### src/hw/decoder_cfg.svh
`ifndef DECODER_CFG_SVH
`define DECODER_CFG_SVH

// program counter after reset
`define RESET_PC 16'h0200

// width of one byte on the fetch stream
`define BYTE_W 8

`endif

### src/hw/cpu6502Pkg.sv
`default_nettype none

// instruction set view of the 6502, shared by decode and its checkers
package cpu6502Pkg;

    // official mnemonics; the accumulator shifts get their own codes
    typedef enum logic [5:0] {
        NONE,               // illegal or unassigned slot
        ADC, AND, ASL, BCC,
        BCS, BEQ, BIT, BMI,
        BNE, BPL, BRK, BVC,
        BVS, CLC, CLD, CLI,
        CLV, CMP, CPX, CPY,
        DEC, DEX, DEY, EOR,
        INC, INX, INY, JMP,
        JSR, LDA, LDX, LDY,
        LSR, NOP, ORA, PHA,
        PHP, PLA, PLP, ROL,
        ROR, RTI, RTS, SBC,
        SEC, SED, SEI, STA,
        STX, STY, TAX, TAY,
        TSX, TXA, TXS, TYA,
        ASLA, ROLA, LSRA, RORA  // accumulator forms
    } mnemonicT;

    typedef enum logic [3:0] {
        ACC,    // accumulator
        IMPL,   // implied
        IMM,    // #nn
        ZPG,
        ZPGX,
        ZPGY,
        ABS,
        ABSX,
        ABSY,
        IND,    // jmp (nnnn) only
        XIND,   // (zp,x)
        INDY,   // (zp),y
        REL     // branches
    } addrModeT;

endpackage

`default_nettype wire

### src/hw/decodePkg.sv
`default_nettype none

`include "decoder_cfg.svh"

// records handed from stage to stage in the decode front end
package decodePkg;

    import cpu6502Pkg::*;

    typedef struct packed {
        mnemonicT   mnemonic;
        addrModeT   mode;
        logic [1:0] count;      // operand bytes after the opcode
        logic       illegal;
    } opInfoT;

    typedef struct packed {
        logic [15:0]         pc;        // address of the opcode byte
        logic [`BYTE_W-1:0]  opcode;
        opInfoT              info;
        logic [`BYTE_W-1:0]  opLow;
        logic [`BYTE_W-1:0]  opHigh;
    } rawInstrT;

    typedef struct packed {
        logic [15:0]         pc;
        logic [`BYTE_W-1:0]  opcode;
        opInfoT              info;
        logic [15:0]         operand;   // little-endian join, zero-extended
        logic [15:0]         target;    // branch destination, rel only
    } instrT;

endpackage

`default_nettype wire

### src/hw/decodeTop.sv
`default_nettype none
`timescale 1ns/100ps

`include "decoder_cfg.svh"

// byte stream in, one resolved record out two cycles after the last byte
module decodeTop import decodePkg::*; (
    input  logic               clk,
    input  logic               arstN,
    input  logic               byteValid,
    input  logic [`BYTE_W-1:0] byteData,
    input  logic               pcLoad,
    input  logic [15:0]        pcLoadValue,
    output logic               instrValid,
    output instrT              instr
);

    logic     rawValid;
    rawInstrT raw;

    instrAssembler u_assembler (
        .clk         (clk),
        .arstN       (arstN),
        .byteValid   (byteValid),
        .byteData    (byteData),
        .pcLoad      (pcLoad),
        .pcLoadValue (pcLoadValue),
        .rawValid    (rawValid),
        .raw         (raw)
    );

    operandResolver u_resolver (
        .clk        (clk),
        .arstN      (arstN),
        .rawValid   (rawValid),
        .raw        (raw),
        .instrValid (instrValid),
        .instr      (instr)
    );

endmodule

`default_nettype wire

### src/hw/instrAssembler.sv
`default_nettype none
`timescale 1ns/100ps

`include "decoder_cfg.svh"

module instrAssembler import decodePkg::*; (
    input  logic               clk,
    input  logic               arstN,
    input  logic               byteValid,
    input  logic [`BYTE_W-1:0] byteData,
    input  logic               pcLoad,
    input  logic [15:0]        pcLoadValue,
    output logic               rawValid,
    output rawInstrT           raw
);

    // which byte of the instruction comes next
    typedef enum logic [1:0] {
        expOpcode = 2'd0,
        expLow    = 2'd1,
        expHigh   = 2'd2
    } expectT;

    expectT      state;
    expectT      curState;
    logic [15:0] pc;
    logic [15:0] curPc;
    opInfoT      decInfo;
    rawInstrT    rec;       // record under construction
    rawInstrT    nextRec;
    logic        done;

    opcodeDecoder u_decoder (
        .opcode (byteData),
        .info   (decInfo)
    );

    // a load takes effect for a byte in the same cycle
    assign curPc    = pcLoad ? pcLoadValue : pc;
    assign curState = pcLoad ? expOpcode : state;

    always_comb begin
        nextRec = rec;
        done    = 1'b0;
        case (curState)
            expOpcode: begin
                nextRec.pc     = curPc;
                nextRec.opcode = byteData;
                nextRec.info   = decInfo;
                nextRec.opLow  = '0;
                nextRec.opHigh = '0;
                done           = (decInfo.count == 2'd0);
            end
            expLow: begin
                nextRec.opLow = byteData;
                done          = (rec.info.count == 2'd1);
            end
            default: begin
                nextRec.opHigh = byteData;
                done           = 1'b1;
            end
        endcase
    end

    always_ff @(posedge clk or negedge arstN) begin
        if (!arstN) begin
            pc       <= `RESET_PC;
            state    <= expOpcode;
            rawValid <= 1'b0;
        end else begin
            rawValid <= byteValid && done;
            if (byteValid) begin
                pc <= curPc + 16'd1;
                if (done) state <= expOpcode;
                else if (curState == expOpcode) state <= expLow;
                else state <= expHigh;
            end else if (pcLoad) begin
                pc    <= pcLoadValue;
                state <= expOpcode;   // partial record is dropped
            end
        end
    end

    always_ff @(posedge clk) begin
        if (byteValid) rec <= nextRec;
    end

    // rec holds still until the next byte is taken
    assign raw = rec;

    assert property (@(posedge clk) disable iff (!arstN)
        (state != expOpcode) |-> (2'(state) <= rec.info.count));

    assert property (@(posedge clk) disable iff (!arstN)
        rawValid ##1 !byteValid |=> !rawValid);

endmodule

`default_nettype wire

### src/hw/opcodeDecoder.sv
`default_nettype none
`timescale 1ns/100ps

`include "decoder_cfg.svh"

module opcodeDecoder import cpu6502Pkg::*, decodePkg::*; (
    input  logic [`BYTE_W-1:0] opcode,
    output opInfoT             info
);

    logic [2:0] aaa;
    logic [2:0] bbb;
    logic [1:0] cc;

    mnemonicT   mn;
    mnemonicT   rmwMn;  // shared column of the cc=10 group
    addrModeT   am;
    logic [1:0] len;

    assign aaa = opcode[7:5];
    assign bbb = opcode[4:2];
    assign cc  = opcode[1:0];

    always_comb begin
        case (aaa)
            3'b000:  rmwMn = ASL;
            3'b001:  rmwMn = ROL;
            3'b010:  rmwMn = LSR;
            3'b011:  rmwMn = ROR;
            3'b100:  rmwMn = STX;
            3'b101:  rmwMn = LDX;
            3'b110:  rmwMn = DEC;
            default: rmwMn = INC;
        endcase
    end

    always_comb begin : tableWalk
        mn = NONE;
        am = IMPL;
        case (cc)
            2'b00: begin
                case (bbb)
                    3'b000: begin
                        case (aaa)
                            3'b000:  mn = BRK;  // signature byte ignored
                            3'b001:  mn = JSR;
                            3'b010:  mn = RTI;
                            3'b011:  mn = RTS;
                            3'b101:  mn = LDY;
                            3'b110:  mn = CPY;
                            3'b111:  mn = CPX;
                            default: mn = NONE;
                        endcase
                        if (aaa == 3'b001) am = ABS;
                        else if (aaa[2]) am = IMM;
                    end
                    3'b001: begin
                        am = ZPG;
                        case (aaa)
                            3'b001:  mn = BIT;
                            3'b100:  mn = STY;
                            3'b101:  mn = LDY;
                            3'b110:  mn = CPY;
                            3'b111:  mn = CPX;
                            default: mn = NONE;
                        endcase
                    end
                    3'b010: begin
                        case (aaa)
                            3'b000:  mn = PHP;
                            3'b001:  mn = PLP;
                            3'b010:  mn = PHA;
                            3'b011:  mn = PLA;
                            3'b100:  mn = DEY;
                            3'b101:  mn = TAY;
                            3'b110:  mn = INY;
                            default: mn = INX;
                        endcase
                    end
                    3'b011: begin
                        am = ABS;
                        case (aaa)
                            3'b001: mn = BIT;
                            3'b010: mn = JMP;
                            3'b011: begin
                                mn = JMP;
                                am = IND;   // 6C, the only indirect opcode
                            end
                            3'b100:  mn = STY;
                            3'b101:  mn = LDY;
                            3'b110:  mn = CPY;
                            3'b111:  mn = CPX;
                            default: mn = NONE;
                        endcase
                    end
                    3'b100: begin
                        am = REL;
                        case (aaa)
                            3'b000:  mn = BPL;
                            3'b001:  mn = BMI;
                            3'b010:  mn = BVC;
                            3'b011:  mn = BVS;
                            3'b100:  mn = BCC;
                            3'b101:  mn = BCS;
                            3'b110:  mn = BNE;
                            default: mn = BEQ;
                        endcase
                    end
                    3'b101: begin
                        am = ZPGX;
                        if (aaa == 3'b100) mn = STY;
                        else if (aaa == 3'b101) mn = LDY;
                    end
                    3'b110: begin
                        case (aaa)
                            3'b000:  mn = CLC;
                            3'b001:  mn = SEC;
                            3'b010:  mn = CLI;
                            3'b011:  mn = SEI;
                            3'b100:  mn = TYA;
                            3'b101:  mn = CLV;
                            3'b110:  mn = CLD;
                            default: mn = SED;
                        endcase
                    end
                    default: begin
                        am = ABSX;
                        if (aaa == 3'b101) mn = LDY;   // BC
                    end
                endcase
            end
            2'b01: begin
                // alu group, regular in both fields
                case (bbb)
                    3'b000:  am = XIND;
                    3'b001:  am = ZPG;
                    3'b010:  am = IMM;
                    3'b011:  am = ABS;
                    3'b100:  am = INDY;
                    3'b101:  am = ZPGX;
                    3'b110:  am = ABSY;
                    default: am = ABSX;
                endcase
                case (aaa)
                    3'b000:  mn = ORA;
                    3'b001:  mn = AND;
                    3'b010:  mn = EOR;
                    3'b011:  mn = ADC;
                    3'b100:  mn = STA;
                    3'b101:  mn = LDA;
                    3'b110:  mn = CMP;
                    default: mn = SBC;
                endcase
                if (aaa == 3'b100 && bbb == 3'b010) mn = NONE;  // no sta #imm
            end
            2'b10: begin
                case (bbb)
                    3'b000: begin
                        if (aaa == 3'b101) begin
                            mn = LDX;
                            am = IMM;
                        end
                    end
                    3'b001: begin
                        mn = rmwMn;
                        am = ZPG;
                    end
                    3'b010: begin
                        case (aaa)
                            3'b000:  mn = ASLA;
                            3'b001:  mn = ROLA;
                            3'b010:  mn = LSRA;
                            3'b011:  mn = RORA;
                            3'b100:  mn = TXA;
                            3'b101:  mn = TAX;
                            3'b110:  mn = DEX;
                            default: mn = NOP;
                        endcase
                        am = aaa[2] ? IMPL : ACC;
                    end
                    3'b011: begin
                        mn = rmwMn;
                        am = ABS;
                    end
                    3'b101: begin
                        mn = rmwMn;
                        am = (aaa[2:1] == 2'b10) ? ZPGY : ZPGX;    // stx/ldx index by y
                    end
                    3'b110: begin
                        if (aaa == 3'b100) mn = TXS;
                        else if (aaa == 3'b101) mn = TSX;
                    end
                    3'b111: begin
                        if (aaa != 3'b100) mn = rmwMn;  // 9E is empty
                        am = (aaa == 3'b101) ? ABSY : ABSX;
                    end
                    default: mn = NONE;
                endcase
            end
            default: mn = NONE;     // cc=11 holds no official opcodes
        endcase
        if (mn == NONE) am = IMPL;
    end

    always_comb begin
        case (am)
            ACC, IMPL:              len = 2'd0;
            ABS, ABSX, ABSY, IND:   len = 2'd2;
            default:                len = 2'd1;
        endcase
    end

    assign info = '{mnemonic: mn, mode: am, count: len, illegal: (mn == NONE)};

endmodule

`default_nettype wire

### src/hw/operandResolver.sv
`default_nettype none
`timescale 1ns/100ps

`include "decoder_cfg.svh"

module operandResolver import cpu6502Pkg::*, decodePkg::*; (
    input  logic     clk,
    input  logic     arstN,
    input  logic     rawValid,
    input  rawInstrT raw,
    output logic     instrValid,
    output instrT    instr
);

    logic [15:0] operand;
    logic [15:0] offset;
    logic [15:0] target;

    always_comb begin
        case (raw.info.count)
            2'd2:    operand = {raw.opHigh, raw.opLow};
            2'd1:    operand = {{(16 - `BYTE_W){1'b0}}, raw.opLow};
            default: operand = '0;
        endcase
    end

    // displacement counts from the byte after the branch
    assign offset = {{(16 - `BYTE_W){raw.opLow[`BYTE_W-1]}}, raw.opLow};
    assign target = (raw.info.mode == REL) ? raw.pc + 16'd2 + offset : '0;

    always_ff @(posedge clk or negedge arstN) begin
        if (!arstN) begin
            instrValid <= 1'b0;
        end else begin
            instrValid <= rawValid;
        end
    end

    always_ff @(posedge clk) begin
        if (rawValid) begin
            instr.pc      <= raw.pc;
            instr.opcode  <= raw.opcode;
            instr.info    <= raw.info;
            instr.operand <= operand;
            instr.target  <= target;
        end
    end

    assert property (@(posedge clk) disable iff (!arstN)
        instrValid && (instr.target != '0) |-> $past(raw.info.mode) == REL);

endmodule

`default_nettype wire

### config.mk
export PLATFORM = sky130hd
export DESIGN_NAME = decodeTop
export DESIGN_NICKNAME = d
export VERILOG_FILES = /design/src/hw/cpu6502Pkg.sv /design/src/hw/decodePkg.sv /design/src/hw/decodeTop.sv /design/src/hw/instrAssembler.sv /design/src/hw/opcodeDecoder.sv /design/src/hw/operandResolver.sv
export VERILOG_INCLUDE_DIRS = /design/src /design/src/hw
export SDC_FILE = /design/constraint.sdc
export NUM_CORES = 1
export LEC_CHECK = 0
export BUFFER_PORTS_ARGS = -buffer_cell sky130_fd_sc_hd__buf_4
export CAP_MARGIN = 20
export CORE_ASPECT_RATIO = 0.8
export CORE_UTILIZATION = 55
export DETAILED_ROUTE_END_ITERATION = 8
export PLACE_DENSITY = 0.88
export REMOVE_ABC_BUFFERS = 1
export SKIP_CTS_REPAIR_TIMING = 1
export SLEW_MARGIN = 20
export SYNTH_ARGS = -nofsm -noshare
export SYNTH_HDL_FRONTEND = slang
export SYNTH_SLANG_ARGS = --single-unit
### constraint.sdc
create_clock -name clk -period 3.9 [get_ports clk]
set_input_delay 0.195 -clock clk [delete_from_list [all_inputs] [get_ports clk]]
set_output_delay 0.195 -clock clk [all_outputs]
set_load 0.02 [all_outputs]
==> metrics, run 1 <==
status=complete, no violations; full die area=13580 µm²; max incr delay on CP=0.74 ns; ANT nets after route=0; H-tree levels=4; Core Region=12820 µm²; fraction of layout cells with a size suffix above 1=21.02%; Final nets=752; drt drc=0; Area Growth Syn to Fin=19.85%; clock sink count=142; Synth Register Bits=142; vias in the first global route=5101; clock skew=0.008154 ns; multiplexer share of the synthesized area=2.393%; die width=130.1 µm; clock root buffer=clkbuf_16; crit path DAT=3.34 ns; worst-path fanout max=3; Setup crit start kind=register; Post-Syn Area per Cell=11.95 µm²; final hold vios=0; Ports=98; leakage power=3.392 nW; TritonCTS clock tree=built; hold path cells=2; Via Count=5339; post-synthesis xor/xnor area fraction=3.277%; maximum vdd drop=0.0003859 V; max-cap violations=0; Clk Latency, worst-skew pair=0.42 ns; Worst-Margin Slew=1.026 ns; Max-slew headroom=31.63%; number of CTS-inserted buffers=17; Final HPWL DP=11300 µm; largest net degree at the start of global routing=50; Setup TNS=0 ns; CP required=4.05 ns; largest family of logic cells by synthesized area=simple AND/OR/NAND/NOR gates; Detailed Route WL=17210 µm; Synth Flop Type=edfxtp_1; # diodes=0; fill count=892; Crit path buffers/inverters=0; Placed Area=8035 µm²; critical path's top delay family=compound AO/OA/AOI/OAI gates; worst path cell trace=ha_1 > ha_1 > a21o_1 > a21o_1 > a2111oi_0 > o311ai_0 > a21oi_1 > xor2_1 > nor2_1; period utilization=81.66%; Clock Tree Buf Depth=2; post-route cell area=8648 µm²; reg2reg start=u_assembler.raw[10]; Reg2Reg Depth=9; HP Class=primary input to register; post-synthesis adder-cell area fraction=5.826%; Crit. Startpoint=u_assembler.raw[10]; first-pass GRT wire length=27010 µm; Yosys warning count=0; CP Class=register to register; number of synthesized flops with an enable pin=122; Gate Count Post-Synth=604; final setup fails=0; hold_sp=byteValid; GR Overflow Total=0; Die Span Y=104.4 µm; sequential area share after synthesis=57.72%; most common cell after layout, fill and taps aside=edfxtp_1; GP Congestion=0.9449; simple-gate share of the synthesized area=14.29%; number of antenna violations at the first check in global routing=0; GRT Util Overall=26.65%; Port Buffer Count=97; DRT iter0 DRCs=715; Slew Viols, Final=0; post-synth cell types=66; final worst slack=0.7151 ns; unrepaired setup endpoints after global routing=false; commonest cells after routing, fill and taps aside=122 x edfxtp_1, 99 x buf_4, 36 x nor2_1; Clk pin slew, worst setup/hold paths=0.06 ns; FFs w/ async S/R, synth=14.08%; Synth Area in Compound Gates=13.09%; Slowest-stage cell, CP=a2111oi_0; Rows=37; power per cell area=517.5 nW/µm²; DR pass1 iterations=5; Starting Density=56.27%; total stage count of the critical path=9; Mapped Area=7216 µm²; vias per cell=6.074; Setup crit end kind=register; highest clock rate=314.0 MHz; Final min period=3.185 ns; drt wl/cell=19.58 µm; post-place setup slack=0.7794 ns
-- per-stage QoR --
step	power [mW]	hold slack, ns	cells	utilization (%)
after floorplan	2.484	-0.1006	572	-
after global placement	2.774	0.08355	846	62.66
after detailed placement	2.815	0.08766	846	62.66
after CTS	4.471	-0.3597	878	67.36
after global routing	4.636	0.07038	879	67.44
final	4.475	0.08915	879	67.44
-- Yosys cell counts (all sizes together) (7+ instances only) --
cell,n,share of area [%]
ha,32,5.5
xor2,8,0.97
nand2b,9,0.78
a21oi,35,2.4
dfrtp,19,6.6
o221ai,10,1.2
inv,24,1.2
nor2b,22,1.9
o21ai,23,1.6
and2,27,2.3
buf,14,1.1
nand3,16,1.1
nor3,25,1.7
mux2,10,1.6
edfxtp,122,51
xnor2,19,2.3
a21o,7,0.73
clkbuf,18,0.94
nor2,36,1.9
nand2,30,1.6
-- registers in the layout (all words and copies together) (netlist names) --
name	flops
u_assembler.rawValid	1
u_resolver.instr	69
u_assembler.raw	53
u_assembler.pc	16
u_assembler.state	2
u_resolver.instrValid	1
-- cell type report --
class / instances / area [µm²] / share of cell area, %
Sequential cell: 142 / 4167 / 48.18
Multi-Input combinational cell: 403 / 2805 / 32.44
Timing Repair Buffer: 100 / 753.2 / 8.709
Clock buffer: 18 / 429.2 / 4.962
Tap cell: 175 / 219.0 / 2.532
Clock inverter: 14 / 173.9 / 2.011
Inverter: 27 / 101.3 / 1.172
-- per-layer routing --
layer	track usage, %	vias to the layer above	part of all wire, %
met2	40.35	319	47
met3	7.202	44	8.9
met5	0	-	0
li1	-	2430	-
met1	36.99	2546	42
met4	9.219	0	2.1
-- final timing paths --
kind | to | slack, ns
hold / removal | u_assembler.pc[0] | 0.09
setup / recovery | u_resolver.instr[12] | 0.72
setup reg to reg | u_resolver.instr[12] | 0.72
hold reg to reg | u_resolver.instr[43] | 0.42
min in group asynchronous | u_assembler.pc[15] | 0.20
max in group asynchronous | u_assembler.pc[9] | 3.43
-- logic make-up (layout without fill, tap and decap cells) --
| group | Yosys count | count (layout) |
|---|---|---|
| fa+ha+maj | 33 | 33 |
| xor+xnor | 27 | 27 |
| buf+inv | 59 | 159 |
| flops | 142 | 142 |
| simple gates | 193 | 193 |
| compound gates | 134 | 134 |
| mux | 16 | 16 |
-- report_power, final --
group / total [mW] / switching [mW] / internal (mW)
Sequential: 1.97 / 0.101 / 1.87
Combinational: 0.845 / 0.515 / 0.330
Clock: 1.66 / 0.604 / 1.06
Total: 4.48 / 1.22 / 3.26
-- worst reg2reg max path, delay by kind of cell, from the launching register on --
family	cells	cell delay [ns]
AO/OA/AOI/OAI	5	1.64
flip-flops	1	0.41
adder cells (fa/ha/maj)	2	0.66
XOR/XNOR	1	0.16
AND/OR/NAND/NOR	1	0.05
Note: power is estimated with default switching activity, not from simulation.
==> run 2: changes to the inputs <==
- ABC_AREA: default -> 1
- clock period: 3.9 -> 3.2 ns (I/O delays scaled with it)
==> metrics, run 2 <==
status=complete, no violations; Final min period=2.897 ns (-0.2881 ns); Setup crit end kind=register; Max-slew headroom=43.55% (+12 points); reg2reg start=u_assembler.raw[9]; reg2reg end=u_resolver.instr[13]; GRT Util Overall=26.49% (-0.16 points); drt drc=0 (unchanged); period utilization=90.52% (+8.9 points); vias in the first global route=4882 (-4.3%); leakage power=3.860 nW (+14%); final worst slack=0.3032 ns (-0.4119 ns); Area Growth Syn to Fin=21.45%; Reg2Reg Depth=20 (+11); post-synthesis adder-cell area fraction=5.981% (+0.15 points); Clk pin slew, worst setup/hold paths=0.06 ns (about the same); number of antenna violations at the first check in global routing=0 (unchanged); maximum vdd drop=0.0004874 V (+26%); multiplexer share of the synthesized area=0.4272% (-2.0 points); post-synthesis xor/xnor area fraction=1.869% (-1.4 points); Layout Cells excl Fill=988 (+12%); first-pass GRT wire length=25700 µm (-4.9%); Starting Density=57.16% (+0.89 points); Post-synth top cells=139 x nand2_1, 122 x edfxtp_1, 86 x nor2_1; die width=128.4 µm (-1.3%); commonest cells after routing, fill and taps aside=139 x nand2_1, 122 x edfxtp_1, 99 x buf_4; Post-Syn Area per Cell=10.13 µm² (-15%); HP Class=primary input to register; largest net degree at the start of global routing=59 (+18%); simple-gate share of the synthesized area=18.58% (+4.3 points); drt wl/cell=17.00 µm (-13%); ANT nets after route=0 (unchanged); Rows=36 (-2.7%); Synth Register Bits=142 (unchanged); max-cap violations=0 (unchanged); Final HPWL DP=11800 µm (+4.4%); Top reg by flops=u_resolver.instr; clock skew=0.009489 ns (+0.001335 ns); Sw Ratio=28.90% (+1.6 points); hold_sp=byteData[3]; worst path cell trace=inv_1 > ha_1 > inv_1 > ha_1 > inv_1 > fa_1 > inv_1 > nand3_1 > nand2_1 > inv_1 > nor2_1 > nor2_1 > o21ai_1 > nand2_1 > nand2_1 > a21oi_1 > o21ai_0 > nand2_1 > nand2_1 > nor2_1; Port Buffer Count=97 (unchanged); Worst Hold End=u_assembler.raw[32]; unrepaired setup endpoints after global routing=false; highest clock rate=345.2 MHz (+9.9%); Slew Viols, Final=0 (unchanged); Clk pwr share=36.0% (-1.1 points); register-to-register setup slack=0.30 ns (-0.41 ns); Mapped Area=7029 µm² (-2.6%); sequential power share=44.6% (+0.6 points); top cell type's share of synthesized area=52.12% (+1.3 points); largest cells by area after synthesis=edfxtp_1 52%, nand2_1 7.4%, dfrtp_1 6.8%, ha_1 5.7%, nor2_1 4.6%; full die area=13240 µm² (-2.5%); sequential area share after synthesis=59.26% (+1.5 points); worst-path fanout max=3 (unchanged); most common cell after layout, fill and taps aside=nand2_1; final setup fails=0 (unchanged); top-count cell post-synth=nand2_1; Synth Area in Compound Gates=7.316% (-5.8 points); max reg flops=69 (unchanged); Die Span Y=103.1 µm (-1.3%); Setup TNS=0 ns (unchanged); Final nets=865 (+15%); Ports=98 (unchanged); final core utilization=69.42% (+2.0 points); GP Congestion=0.9494 (+0.48%); Gate Count Post-Synth=694 (+15%); FFs w/ async S/R, synth=14.08% (unchanged); crit path DAT=3.07 ns (-0.27 ns); Yosys warning count=0 (unchanged); dpl cells=953 (+13%); Core Region=12300 µm² (-4.1%); post-place setup slack=0.2470 ns (-0.5323 ns); CP required=3.37 ns (-0.68 ns); fill count=874 (-2.0%); Setup crit start kind=register; GR Overflow Total=0 (unchanged); DR pass1 iterations=5 (unchanged); vias per cell=5.447 (-10%); hold_ws=0.01578 ns (-0.07337 ns); Synth Flop Type=edfxtp_1; number of CTS-inserted buffers=17 (unchanged); Slowest-stage cell, CP=fa_1; Via Count=5382 (+0.81%); largest family of logic cells by synthesized area=simple AND/OR/NAND/NOR gates; max incr delay on CP=0.42 ns (-0.32 ns); Worst-Margin Slew=0.8336 ns (-0.1919 ns); final hold vios=0 (unchanged); fraction of layout cells with a size suffix above 1=21.66% (+0.64 points); # diodes=0 (unchanged); number of synthesized flops with an enable pin=122 (unchanged); clock root buffer=clkbuf_16; post-synth cell types=45 (-32%); Clk Latency, worst-skew pair=0.42 ns (about the same); Detailed Route WL=16800 µm (-2.4%); CP Class=register to register; hold path cells=1 (-1); H-tree levels=4 (unchanged); switching pwr=1.543 mW (+26%); DRT iter0 DRCs=727 (+1.7%); Logic pwr share=19.4% (+0.5 points); clock sink count=142 (unchanged); Clock Tree Buf Depth=2 (unchanged); TritonCTS clock tree=built; dominant cell type by area after synthesis=edfxtp_1; P_int=3.795 mW (+17%); power per cell area=625.3 nW/µm² (+21%)
-- run 2: per-stage QoR --
step / total power [mW] / instance area (µm²)
3_5_place_dp: 3.423 / 7934
4_1_cts: 5.333 / 8507
5_1_grt: 5.554 / 8537
6_report: 5.338 / 8537
2_1_floorplan: 3.019 / 6930
3_3_place_gp: 3.385 / 7934
-- run 2: worst max-delay path, delay by kind of cell, from the launching register on --
family	cells	cell delay [ns]
AND/OR/NAND/NOR	9	0.61
AO/OA/AOI/OAI	3	0.50
flip-flops	1	0.39
buffers and inverters	5	0.35
adder cells (fa/ha/maj)	3	0.82
-- run 2: metal layers --
| layer | wire, µm | vias up | global-route usage, % |
|---|---|---|---|
| met1 | 7346 | 2445 | 38.38 |
| met3 | 1664 | 43 | 4.463 |
| met5 | 0 | - | 0 |
| met4 | 344 | 0 | 10.32 |
| li1 | - | 2557 | - |
| met2 | 7445 | 337 | 40.25 |
-- run 2: how the worst max path moves through the flow --
stage                     cells past startpoint                 start                   end  slack [ns]
after floorplan                               3  u_assembler.state[1]   u_assembler.raw[16]       -0.41
after global placement                       20   u_assembler.raw[38]  u_resolver.instr[13]        0.46
after global routing                         20    u_assembler.raw[9]  u_resolver.instr[13]        0.02
after CTS                                    20    u_assembler.raw[9]  u_resolver.instr[13]        0.24
after detailed placement                     20    u_assembler.raw[9]  u_resolver.instr[13]        0.25
final                                        20    u_assembler.raw[9]  u_resolver.instr[13]        0.30
-- run 2: area by class of cell --
type / count / area (µm²) / area share (%)
clock buffer: 19 / 432.9 / 5.071
clock inverter: 13 / 140.1 / 1.642
inverter: 95 / 362.8 / 4.250
multi-input combinational: 444 / 2407 / 28.20
sequential: 142 / 4167 / 48.81
tap: 171 / 214.0 / 2.506
timing repair buffer: 104 / 813.3 / 9.527
-- run 2: cells by family (layout without fill, tap and decap cells) --
group / after synthesis / count (layout)
AOI/OAI and AO/OA: 93 / 93
xor gates and xnor gates: 15 / 15
adders and majority gates: 33 / 33
buffers and inverters: 108 / 231
DFF: 142 / 142
muxes: 3 / 3
and+or+nand+nor: 300 / 300
-- run 2: power groups by stage --
stage | clock [mW] | sequential, mW | combinational [mW]
final | 1.92 | 2.38 | 1.03
after global routing | 2.02 | 2.40 | 1.14
after CTS | 1.93 | 2.38 | 1.02
after detailed placement | 0 | 2.42 | 1.01
after global placement | 0 | 2.41 | 0.977
after floorplan | 0 | 2.56 | 0.456
